--- config.mk ---
export PLATFORM = sky130hd
export DESIGN_NAME = tcu_fedp
export DESIGN_NICKNAME = d
export VERILOG_FILES = /design/src/verilog/tcu_pkg.sv /design/src/verilog/tcu_acc_if.sv /design/src/verilog/tcu_fedp.sv /design/src/verilog/tcu_fedp_decode.sv /design/src/verilog/tcu_fedp_execute.sv /design/src/verilog/tcu_fedp_result.sv /design/src/verilog/tcu_pipe_reg.sv
export VERILOG_INCLUDE_DIRS = /design/src /design/src/verilog
export SDC_FILE = /design/constraint.sdc
export NUM_CORES = 2
export LEC_CHECK = 0
export BUFFER_PORTS_ARGS = -buffer_cell sky130_fd_sc_hd__buf_2
export CAP_MARGIN = 15
export CORE_MARGIN = 2
export CORE_UTILIZATION = 56
export DETAILED_ROUTE_END_ITERATION = 8
export MAX_ROUTING_LAYER = met4
export PLACE_DENSITY_LB_ADDON = 0.25
export SYNTH_ARGS = -nofsm -noshare
export SYNTH_HDL_FRONTEND = slang
export SYNTH_SLANG_ARGS = --single-unit
export TNS_END_PERCENT = 10
--- constraint.sdc ---
create_clock -name clk -period 26.4 [get_ports clk]
set_input_delay 3.96 -clock clk [delete_from_list [all_inputs] [get_ports clk]]
set_output_delay 3.96 -clock clk [all_outputs]
set_load 0.005 [all_outputs]
--- src/verilog/tcu_cfg.svh ---
// Build-time sizing for the tensor-core dot-product lane.
// Include this header in any file that sizes ports from the word count or width.
// Change TCU_N to widen the dot product; the word width stays at 32.

`ifndef TCU_CFG_SVH
`define TCU_CFG_SVH

// Number of 32-bit words in one row of A and one column of B
`define TCU_N 2

// Word width, each word packs two 16-bit elements
`define TCU_XLEN 32

`endif

--- src/verilog/tcu_pkg.sv ---
// Shared types and derived sizes for the fused dot-product unit.
// Modules import this package inside their bodies and use scoped
// names in their port lists.

`include "tcu_cfg.svh"

package tcu_pkg;

    // Source element format, unused codes fall back to fp16
    typedef enum logic [2:0] {
        FMT_FP16 = 3'd0,
        FMT_BF16 = 3'd1
    } fmt_e;

    // One 16-bit element seen either as fp16 or as bf16
    typedef union packed {
        struct packed {
            logic       sign;
            logic [4:0] exp;
            logic [9:0] man;
        } fp16;
        struct packed {
            logic       sign;
            logic [7:0] exp;
            logic [6:0] man;
        } bf16;
    } half_u;

    // All element products plus the accumulator
    localparam int TERMS = 2 * `TCU_N + 1;

    // Signed width of one aligned term, 24-bit magnitude plus sign
    localparam int SIG_W = 25;

    // Reduced sum needs growth bits for the term count
    localparam int ACC_W = SIG_W + $clog2(TERMS);

    // Pipeline depth per stage and end to end
    localparam int DEC_DEPTH = 2;
    localparam int EXE_DEPTH = 1;
    localparam int RES_DEPTH = 1;
    localparam int LATENCY   = DEC_DEPTH + EXE_DEPTH + RES_DEPTH;

endpackage
--- src/verilog/tcu_acc_if.sv ---
// Link between the execute and result stages of the dot-product unit.
// Carries the sign-magnitude sum, the shared exponent and the valid bit.
// Execute drives it through src, result reads it through dst.

`timescale 1ns/1ps

interface tcu_acc_if;
    import tcu_pkg::*;

    logic             sign;
    logic [7:0]       max_exp;
    logic [ACC_W-1:0] sig;
    logic             valid;

    modport src (
        output sign, max_exp, sig, valid
    );

    modport dst (
        input sign, max_exp, sig, valid
    );

endinterface

--- src/verilog/tcu_fedp.sv ---
// Fused dot-product unit for one tensor-core lane.
// Computes sum(a[i] * b[i]) + c over 2*TCU_N fp16 or bf16 element pairs
// and returns an fp32 result four enabled cycles later.
// Dropping enable freezes every stage, in_valid tags real operations.

`timescale 1ns/1ps
`include "tcu_cfg.svh"

module tcu_fedp (
    input  logic                             clk,
    input  logic                             reset,
    input  logic                             enable,
    input  logic                             in_valid,
    input  logic [2:0]                       fmt_s,
    input  logic [`TCU_N-1:0][`TCU_XLEN-1:0] a_row,
    input  logic [`TCU_N-1:0][`TCU_XLEN-1:0] b_col,
    input  logic [`TCU_XLEN-1:0]             c_val,
    output logic [`TCU_XLEN-1:0]             d_val,
    output logic                             out_valid
);
    import tcu_pkg::*;

    // Decode to execute
    logic [7:0]                  dec_max_exp;
    logic [TERMS-1:0][SIG_W-1:0] dec_sigs;
    logic                        dec_valid;

    tcu_acc_if acc_link ();

    tcu_fedp_decode u_decode (
        .clk      (clk),
        .reset    (reset),
        .enable   (enable),
        .in_valid (in_valid),
        .fmt_s    (fmt_e'(fmt_s)),
        .a_row    (a_row),
        .b_col    (b_col),
        .c_val    (c_val),
        .max_exp  (dec_max_exp),
        .sigs     (dec_sigs),
        .valid    (dec_valid)
    );

    tcu_fedp_execute u_execute (
        .clk     (clk),
        .reset   (reset),
        .enable  (enable),
        .max_exp (dec_max_exp),
        .sigs    (dec_sigs),
        .valid   (dec_valid),
        .acc     (acc_link.src)
    );

    tcu_fedp_result u_result (
        .clk       (clk),
        .reset     (reset),
        .enable    (enable),
        .acc       (acc_link.dst),
        .d_val     (d_val),
        .out_valid (out_valid)
    );

endmodule

--- src/verilog/tcu_fedp_decode.sv ---
// Decode stage of the dot-product unit.
// Unpacks fp16 or bf16 elements, forms every product as a 24-bit magnitude
// with an fp32-style exponent, decodes the fp32 accumulator, then aligns
// all terms to the largest exponent as signed values. Two register stages.

`timescale 1ns/1ps
`include "tcu_cfg.svh"

module tcu_fedp_decode (
    input  logic                                          clk,
    input  logic                                          reset,
    input  logic                                          enable,
    input  logic                                          in_valid,
    input  tcu_pkg::fmt_e                                 fmt_s,
    input  logic [`TCU_N-1:0][`TCU_XLEN-1:0]              a_row,
    input  logic [`TCU_N-1:0][`TCU_XLEN-1:0]              b_col,
    input  logic [`TCU_XLEN-1:0]                          c_val,
    output logic [7:0]                                    max_exp,
    output logic [tcu_pkg::TERMS-1:0][tcu_pkg::SIG_W-1:0] sigs,
    output logic                                          valid
);
    import tcu_pkg::*;

    localparam int NPROD = 2 * `TCU_N;

    half_u [NPROD-1:0]             a_el;
    half_u [NPROD-1:0]             b_el;
    logic  [TERMS-1:0]             t_live;
    logic  [TERMS-1:0]             t_sign;
    logic  [TERMS-1:0][7:0]        t_exp;
    logic  [TERMS-1:0][23:0]       t_mag;
    logic  [TERMS-1:0][23:0]       sh_mag;
    logic  [TERMS-1:0][SIG_W-1:0]  aln;
    logic  [7:0]                   raw_max;

    // One product, value mag * 2^(exp - 150)
    function automatic void mul_term(
        input  half_u       a,
        input  half_u       b,
        input  logic        bf,
        output logic        live,
        output logic        sign,
        output logic [7:0]  exp,
        output logic [23:0] mag
    );
        logic [9:0]  ea;
        logic [9:0]  eb;
        logic [15:0] p_bf;
        logic [21:0] p_hp;
        ea   = bf ? 10'(a.bf16.exp) : 10'(a.fp16.exp);
        eb   = bf ? 10'(b.bf16.exp) : 10'(b.fp16.exp);
        p_bf = {1'b1, a.bf16.man} * {1'b1, b.bf16.man};
        p_hp = {1'b1, a.fp16.man} * {1'b1, b.fp16.man};
        // Zero and subnormal elements kill the product
        live = (ea != 10'd0) && (eb != 10'd0);
        // Sign sits in bit 15 under both views
        sign = a.fp16.sign ^ b.fp16.sign;
        if (bf) begin
            exp = 8'(ea + eb - 10'd126);
            mag = {p_bf, 8'd0};
        end else begin
            exp = 8'(ea + eb + 10'd98);
            mag = {p_hp, 2'd0};
        end
    endfunction

    // Low half of each word is the even element
    for (genvar i = 0; i < `TCU_N; i++) begin : g_unpack
        assign a_el[2*i]   = a_row[i][15:0];
        assign a_el[2*i+1] = a_row[i][31:16];
        assign b_el[2*i]   = b_col[i][15:0];
        assign b_el[2*i+1] = b_col[i][31:16];
    end

    always_comb begin
        for (int i = 0; i < NPROD; i++) begin
            mul_term(a_el[i], b_el[i], fmt_s == FMT_BF16,
                     t_live[i], t_sign[i], t_exp[i], t_mag[i]);
        end
        // Accumulator is already fp32, last term slot
        t_live[TERMS-1] = c_val[30:23] != 8'd0;
        t_sign[TERMS-1] = c_val[31];
        t_exp[TERMS-1]  = c_val[30:23];
        t_mag[TERMS-1]  = {1'b1, c_val[22:0]};

        raw_max = 8'd0;
        for (int i = 0; i < TERMS; i++) begin
            if (t_live[i] && (t_exp[i] > raw_max)) begin
                raw_max = t_exp[i];
            end
        end
    end

    // Align to the largest exponent, shifted-out bits are lost
    always_comb begin
        for (int i = 0; i < TERMS; i++) begin
            sh_mag[i] = t_live[i] ? (t_mag[i] >> (raw_max - t_exp[i])) : 24'd0;
            aln[i]    = t_sign[i] ? -SIG_W'(sh_mag[i]) : SIG_W'(sh_mag[i]);
        end
    end

    tcu_pipe_reg #(
        .DATAW (1 + 8 + TERMS * SIG_W),
        .DEPTH (DEC_DEPTH)
    ) pipe_dec (
        .clk      (clk),
        .reset    (reset),
        .enable   (enable),
        .data_in  ({in_valid, raw_max, aln}),
        .data_out ({valid, max_exp, sigs})
    );

endmodule

--- src/verilog/tcu_fedp_execute.sv ---
// Execute stage of the dot-product unit.
// Compresses the aligned signed terms with 3:2 carry-save adders, resolves
// the pair with one adder and turns the total into sign and magnitude.
// One register stage, driven onto the execute-to-result link.

`timescale 1ns/1ps

module tcu_fedp_execute (
    input  logic                                          clk,
    input  logic                                          reset,
    input  logic                                          enable,
    input  logic [7:0]                                    max_exp,
    input  logic [tcu_pkg::TERMS-1:0][tcu_pkg::SIG_W-1:0] sigs,
    input  logic                                          valid,
    tcu_acc_if.src                                        acc
);
    import tcu_pkg::*;

    logic [ACC_W-1:0]       cs_sum;
    logic [ACC_W-1:0]       cs_car;
    logic [ACC_W-1:0]       addend;
    logic [ACC_W-1:0]       nxt_sum;
    logic [ACC_W-1:0]       nxt_car;
    logic [ACC_W-1:0]       total;
    logic                   acc_sign;
    logic [ACC_W-1:0]       acc_mag;
    logic [ACC_W+9:0]       acc_q;

    function automatic logic [ACC_W-1:0] sext(input logic [SIG_W-1:0] v);
        return {{(ACC_W - SIG_W){v[SIG_W-1]}}, v};
    endfunction

    // Carry-save compression, one 3:2 row per extra term
    always_comb begin
        cs_sum = sext(sigs[0]);
        cs_car = sext(sigs[1]);
        for (int i = 2; i < TERMS; i++) begin
            addend  = sext(sigs[i]);
            nxt_sum = cs_sum ^ cs_car ^ addend;
            nxt_car = ((cs_sum & cs_car) | (cs_sum & addend) | (cs_car & addend)) << 1;
            cs_sum  = nxt_sum;
            cs_car  = nxt_car;
        end
    end

    assign total    = cs_sum + cs_car;
    assign acc_sign = total[ACC_W-1];
    assign acc_mag  = acc_sign ? -total : total;

    tcu_pipe_reg #(
        .DATAW (ACC_W + 10),
        .DEPTH (EXE_DEPTH)
    ) pipe_exe (
        .clk      (clk),
        .reset    (reset),
        .enable   (enable),
        .data_in  ({valid, acc_sign, max_exp, acc_mag}),
        .data_out (acc_q)
    );

    assign {acc.valid, acc.sign, acc.max_exp, acc.sig} = acc_q;

endmodule

--- src/verilog/tcu_fedp_result.sv ---
// Result stage of the dot-product unit.
// Normalizes the sign-magnitude sum to 1.23 form, rounds to nearest even
// and packs an fp32 word. A zero sum always yields +0.
// One register stage feeding d_val and out_valid.

`timescale 1ns/1ps
`include "tcu_cfg.svh"

module tcu_fedp_result (
    input  logic                 clk,
    input  logic                 reset,
    input  logic                 enable,
    tcu_acc_if.dst               acc,
    output logic [`TCU_XLEN-1:0] d_val,
    output logic                 out_valid
);
    import tcu_pkg::*;

    localparam int                LEAD_W  = $clog2(ACC_W);
    localparam logic [LEAD_W-1:0] TOP_BIT = LEAD_W'(ACC_W - 1);

    logic [LEAD_W-1:0]    lead;
    logic [ACC_W-1:0]     norm;
    logic                 lsb;
    logic                 guard;
    logic                 sticky;
    logic                 round_up;
    logic [24:0]          mant_rnd;
    logic [22:0]          frac;
    logic [9:0]           exp_adj;
    logic [`TCU_XLEN-1:0] fp32_res;

    // Highest set bit wins
    always_comb begin
        lead = '0;
        for (int i = 0; i < ACC_W; i++) begin
            if (acc.sig[i]) begin
                lead = LEAD_W'(i);
            end
        end
    end

    // Leading one moved to the top bit
    assign norm = acc.sig << (TOP_BIT - lead);

    // Bits under the 24-bit significand decide the rounding
    assign lsb      = norm[ACC_W-24];
    assign guard    = norm[ACC_W-25];
    assign sticky   = |norm[ACC_W-26:0];
    assign round_up = guard & (sticky | lsb);

    assign mant_rnd = {1'b0, norm[ACC_W-1 -: 24]} + 25'(round_up);

    // Round carry leaves 1.000..., so the fraction is taken one bit higher
    assign frac    = mant_rnd[24] ? mant_rnd[23:1] : mant_rnd[22:0];
    assign exp_adj = 10'(acc.max_exp) + 10'(lead) + 10'(mant_rnd[24]) - 10'd23;

    assign fp32_res = (acc.sig == '0) ? '0 : {acc.sign, exp_adj[7:0], frac};

    tcu_pipe_reg #(
        .DATAW (1 + `TCU_XLEN),
        .DEPTH (RES_DEPTH)
    ) pipe_res (
        .clk      (clk),
        .reset    (reset),
        .enable   (enable),
        .data_in  ({acc.valid, fp32_res}),
        .data_out ({out_valid, d_val})
    );

endmodule

--- src/verilog/tcu_pipe_reg.sv ---
// Chain of DEPTH registers that move together while enable is high.
// Every stage of the dot-product unit registers its outputs through this.
// Synchronous reset clears the whole chain.

`timescale 1ns/1ps

module tcu_pipe_reg #(
    parameter int DATAW = 1,
    parameter int DEPTH = 1
) (
    input  logic             clk,
    input  logic             reset,
    input  logic             enable,
    input  logic [DATAW-1:0] data_in,
    output logic [DATAW-1:0] data_out
);

    logic [DEPTH-1:0][DATAW-1:0] stages;

    always_ff @(posedge clk) begin
        if (reset) begin
            stages <= '0;
        end else if (enable) begin
            stages[0] <= data_in;
            for (int i = 1; i < DEPTH; i++) begin
                stages[i] <= stages[i-1];
            end
        end
    end

    // Oldest entry leaves the chain
    assign data_out = stages[DEPTH-1];

endmodule

Yosys cells after proc, flatten, opt, wreduce, memory -nomap -nowiden
Index checks and enable logic that the tools add are counted.
{"block": "classes", "n_div": 0, "bitwise": 27, "mul": 8, "n_lt_le_gt_ge": 5, "n_reduce_logical": 20, "muxes": 61, "shifts": 6, "eq_ne": 1, "n_addsub": 29}
{"op": "AND 27 bit", "count": 9}
{"op": "2-to-1 mux 24 bit", "count": 9}
{"op": "bitwise XOR 28 bit", "count": 6}
{"op": "OR 27 bit", "count": 6}
{"op": "2-to-1 mux 8 bit", "count": 17}
{"op": "2-to-1 mux 25 bit", "count": 5}
{"op": "negator 24 -> 25 bit", "count": 5}
{"op": "right shift 24 x 8 -> 24 bit", "count": 5}
{"op": "multiplier 11 x 11 -> 22 bit", "count": 4}
{"op": "nonzero test 10 bit", "count": 8}
{"op": "multiplier 8 x 8 -> 16 bit", "count": 4}
{"op": "2-to-1 mux 5 bit", "count": 12}
{"op": "subtractor 8 bit", "count": 5}
{"op": "adder 8 x 7 -> 8 bit, second input constant", "count": 4}
{"op": "adder 8 bit", "count": 4}
{"op": "> comparator 8 bit", "count": 4}
{"op": "2-to-1 mux 32 bit", "count": 1}
{"op": "2-to-1 mux 4 bit", "count": 8}
{"op": "subtractor 8 x 7 -> 8 bit, second input constant", "count": 4}
{"op": "adder 28 bit", "count": 1}
{"op": "zero test 28 bit", "count": 1}
{"op": "2-to-1 mux 28 bit", "count": 1}
{"op": "negator 28 bit", "count": 1}
{"op": "<< shifter 28 x 5 -> 28 bit", "count": 1}
{"op": "17 further kinds", "count": 32}
{"block": "totals", "elab_cells": 161, "ram_bits": 0, "latch_bits": 0, "ff_bits": 339, "romBits": 0, "mem_count": 0}

Depth between registers and ports, before layout
{"block": "logic_depth", "word_depth": 36, "ltp_mapped": 83, "depth_no_buf": 68}

Hierarchy
A second synthesis with hierarchy kept.
{"block": "unflattened", "hier_cells": 7451, "hier_area_um2": 60336.6}
{"mod": "tcu_fedp_decode", "area_per_inst_um2": 39501.6, "cells_per_inst": 5226, "n_inst": 1}
{"mod": "tcu_pipe_reg at u_decode.pipe_dec", "area_per_inst_um2": 10533.9, "cells_per_inst": 998, "n_inst": 1}
{"mod": "tcu_fedp_execute", "area_per_inst_um2": 4053.9, "cells_per_inst": 482, "n_inst": 1}
{"mod": "tcu_fedp_result", "area_per_inst_um2": 3686.0, "cells_per_inst": 516, "n_inst": 1}
{"mod": "tcu_pipe_reg at u_execute.pipe_exe", "area_per_inst_um2": 1358.8, "cells_per_inst": 122, "n_inst": 1}
{"mod": "tcu_pipe_reg at u_result.pipe_res", "area_per_inst_um2": 1202.4, "cells_per_inst": 107, "n_inst": 1}

Worst setup path before layout
OpenSTA, ideal clock, no wires.
{"block": "synth_timing", "kind": "input port to flip-flop", "start": "input port fmt_s[1]", "end": "register u_decode.pipe_dec.stages[89] (netlist bit)", "arrival_ps": 19823, "t_required_ps": 26314, "cell_stages": 74, "setup_ps": 86, "setup_slack_ps": 6491, "cell_sequence": "nor3b_2 buf_4 buf_4 buf_4 buf_2 buf_2 buf_2 buf_2 buf_1 clkbuf_1 clkbuf_1 nand2_1 nand2_1 ha_1 fa_1 ha_1 nor3b_2 and2_0 (+38 left out) clkbuf_1 mux2i_1 ha_1 fa_1 clkbuf_1 buf_1 clkbuf_1 nor4_1 a32oi_1 a221oi_1 o2111ai_1 a211oi_1 nand3_1 a21boi_1 inv_1 o31ai_1 xor2_1 a211oi_1"}
{"block": "synth_via", "elab_chain_cells": 25, "elab_cells_between_ends": 58}
{"item": "from (decl)", "line_no": "tcu_fedp.sv:14", "rtl": "input logic [2:0] fmt_s,"}
{"item": "== test 3 x 1 -> 1 bit (*)", "line_no": "tcu_fedp_decode.sv:77", "rtl": "mul_term(a_el[i], b_el[i], fmt_s == FMT_BF16,"}
{"item": "2-to-1 mux 8 bit (on tied branches)", "line_no": "tcu_fedp_decode.sv:50, tcu_fedp_decode.sv:51"}
{"item": "adder 8 bit", "line_no": "tcu_fedp_decode.sv:59, tcu_fedp_decode.sv:62"}
{"item": "adder 8 x 7 -> 8 bit / subtractor 8 x 7 -> 8 bit (equally long branches)", "line_no": "tcu_fedp_decode.sv:62, tcu_fedp_decode.sv:59"}
{"item": "2-to-1 mux 8 bit", "line_no": "tcu_fedp_decode.sv:58", "rtl": "if (bf) begin"}
{"item": "> comparator 8 x 1 -> 1 bit", "line_no": "tcu_fedp_decode.sv:88", "rtl": "if (t_live[i] && (t_exp[i] > raw_max)) begin"}
{"item": "logical AND 1 bit", "line_no": "tcu_fedp_decode.sv:88"}
{"item": "2-to-1 mux 8 bit", "line_no": "tcu_fedp_decode.sv:88"}
{"item": "(+9 left out)"}
{"item": "> comparator 8 bit", "line_no": "tcu_fedp_decode.sv:88"}
{"item": "logical AND 1 bit", "line_no": "tcu_fedp_decode.sv:88"}
{"item": "2-to-1 mux 8 bit", "line_no": "tcu_fedp_decode.sv:88"}
{"item": "subtractor 8 bit", "line_no": "tcu_fedp_decode.sv:97", "rtl": "sh_mag[i] = t_live[i] ? (t_mag[i] >> (raw_max - t_exp[i])) : 24'd0;"}
{"item": "right shift 24 x 8 -> 24 bit", "line_no": "tcu_fedp_decode.sv:97"}
{"item": "2-to-1 mux 24 bit (*)", "line_no": "tcu_fedp_decode.sv:97"}
{"item": "negator 24 -> 25 bit", "line_no": "tcu_fedp_decode.sv:98", "rtl": "aln[i] = t_sign[i] ? -SIG_W'(sh_mag[i]) : SIG_W'(sh_mag[i]);"}
{"item": "2-to-1 mux 25 bit (*)", "line_no": "tcu_fedp_decode.sv:98"}
{"item": "to (signal, indexed assignment)", "line_no": "tcu_pipe_reg.sv:26", "rtl": "stages[i] <= stages[i-1];"}
{"item": "to (decl)", "line_no": "tcu_pipe_reg.sv:18", "rtl": "logic [DEPTH-1:0][DATAW-1:0] stages;"}
Every way passes the cells marked *; elsewhere a longest branch is shown, timed or not.
A chain may end at the register's enable or synchronous reset.

Final worst setup path
Ends and elaborated chain as after synthesis.

==> qor.yml <==
clkSinkCount: 339
start_kind: "input port"
fin_crit_ns: 20.57
htreeDepth: 2
r2r_start: "u_execute.pipe_exe.data_out[4]"
postCtsSetupRepairBufs: 0
yosysTopAreaCellShare_pct: 18.2
cp_max_fo: 71
grt_max_degree: 181
area_growth_pct: 5.74
worstHoldStart: "u_decode.pipe_dec.stages[40]"
worstHoldPathCells: 2
synthCells: 7219
final_nets: 8374
synth_warnings: 0
worst_path_most_repeated_cell: "ha_1"
worstPathRequired_ns: 26.86
start_util_pct: 56.7
setup-tns-final_ns: 0
path_buf_inv: 6
syn_area_um2: 57900
fin_crit_sh_pct: 77.9
relSlewSlack_pct: 25.8
slew_viol_final: 0
numPortBuffers: 199
r2r_slack_ns: 18.71
num_vias: 53200
ys_ff_latch: 339
critical_path_class: "in2reg"
grt_setup_unrepaired: "false"
cap_violations: 0
synthArstFlopShare_pct: 0
cts_tree: "done"
hold_violations: 0
regToRegEndpoint: "u_result.pipe_res.data_out[30]"
rows: 117
wl_um: 175000
crit_family: "compound AO/OA/AOI/OAI gates"
yosysMostFrequentCell: "inv_1"
setup_violations: 0
drt-wirelength-per-cell_um: 20.3
ys_types: 128
numCtsBuffers: 38
synth_ff_type: "dfxtp_1"
initialDrtViolationCount: 4815
die-area_um2: 106000
avgSynthCellArea_um2: 8.03
cp-end-kind: "flip-flop"
ant_nets: 0
clk_path_buf_depth: 3
cp.arrival_ns: 21.03
status: "finished, final reports clean"
die_w_um: 326
grt_pass1_vias: 51500
dp_hpwl_um: 140000
r2r.worst_path.cells: 25
regArea_um2: 6790
overflow: 0
cpPeakStageDelay_ns: 0.90
worst_pin_slew_ns: 1.11
grt_pass1_wl_um: 281000
clk_pin_slew_ns: 0.06
hold_path_end: "u_decode.pipe_dec.stages[40]"
drc: 0
synth_area_leader_cell: "fa_1"
fillers: 9397
hold_class: "reg2reg"
fmax_mhz: 48.6
cp.depth: 62
synth_top_cells_by_count: "inv_1 (730), nand2_1 (666), nor2_1 (614)"
drive_above_1_share_pct: 7.66
first_pass_iters: 6
viasPerCell: 6.20
synth_nets: 8410
finClkSkew_ns: 0.0124
antenna_found_initial: 10
root_buffer: "clkbuf_16"
core_um2: 102000
clock_latency_ns: 0.56
slowest_stage: "nor3b_4"
postCtsHoldBufs: 0
multi_input_area_um2: 47100
synth_edf_count: 0
synthTopCellsByArea: "fa_1 (18%), dfxtp_1 (12%), ha_1 (11%), mux2i_1 (4.8%), inv_1 (4.7%)"
die_y_um: 326
grt_util_all_layers_pct: 33.3
ys_seq_area_share_pct: 11.7
gp_congestion: 1.02
ios: 200
cts.repair.resized: 0
==> metrics by stage <==
stage	worst slack, ns	hold WS, ns	utilization (%)	instances	cell area (um2)
after global placement	5.55	0.437	58.7	8509	59900
final	5.83	0.450	60.0	8587	61300
after CTS	5.80	0.452	59.9	8576	61200
after floorplan	6.49	0.415	-	7219	57900
after detailed placement	5.28	0.444	58.7	8509	59900
after global routing	4.41	0.476	60.0	8586	61300
==> cells in the final DEF, fill, tap and decap left out, types with 177 or more instances in the layout <==
| cell type | Yosys | layout |
|---|---|---|
| a21oi_1 | 302 | 302 |
| nor2_1 | 614 | 613 |
| and2_1 | 373 | 373 |
| mux2i_1 | 277 | 276 |
| buf_2 | 29 | 198 |
| inv_1 | 730 | 729 |
| o21ai_0 | 332 | 331 |
| dfxtp_1 | 339 | 339 |
| nand2_1 | 666 | 665 |
| nand3_1 | 177 | 177 |
| ha_1 | 497 | 497 |
| fa_1 | 527 | 526 |
==> state kept, by name, summed over array words and instances, names as in the netlist <==
signal	flops
u_execute.pipe_exe.data_out	38
u_result.pipe_res.data_out	33
u_decode.pipe_dec.data_out	134
u_decode.pipe_dec.stages	134
==> worst max-delay path by stage <==
stage / from / to / slack [ns]
after floorplan: fmt_s[1] / u_decode.pipe_dec.stages[89] / 6.49
after global placement: fmt_s[1] / u_decode.pipe_dec.stages[74] / 5.55
after detailed placement: fmt_s[1] / u_decode.pipe_dec.stages[74] / 5.28
after CTS: fmt_s[1] / u_decode.pipe_dec.stages[119] / 5.80
after global routing: fmt_s[1] / u_decode.pipe_dec.stages[123] / 4.41
final: fmt_s[1] / u_decode.pipe_dec.stages[89] / 5.83
==> per-layer routing <==
layer	vias up	track usage [%]	wire (um)
met1	25900	45.3	78600
met4	0	11.3	6700
met2	1849	51.9	78600
met5	-	-	0
li1	25200	-	-
met3	324	3.11	10700
==> worst min-delay path, delay by kind of cell (launching register included) <==
kind	cells	cell delay (ns)
AOI/OAI and AO/OA	1	0.05
and+or+nand+nor	1	0.05
DFF	1	0.31
==> cell families (layout without fill, tap and decap cells) <==
logic type               Yosys count  after routing  synth area share (%)
AND/OR/NAND/NOR                 2486           2486                  21.2
other                              0              9                     0
flip-flops                       339            339                  11.7
adder cells (fa/ha/maj)         1024           1024                  28.9
AO/OA/AOI/OAI                   1646           1646                  19.8
XOR/XNOR                         286            286                  4.41
multiplexers                     354            354                  6.72
buffers and inverters           1084           1075                  7.19
==> cell type report <==
cell class                      instances  area share [%]
Sequential cell                       339            11.1
Antenna cell                            9          0.0368
Timing Repair Buffer                  272            2.60
Tap cell                             1368            2.79
Multi-Input combinational cell       5796            76.9
Clock buffer                           47            1.67
Inverter                              736            4.51
Clock inverter                         20           0.419
Power is left out: the tool's default activity adds up to more than one toggle a clock period on the data nets, which glitch-free logic cannot reach.
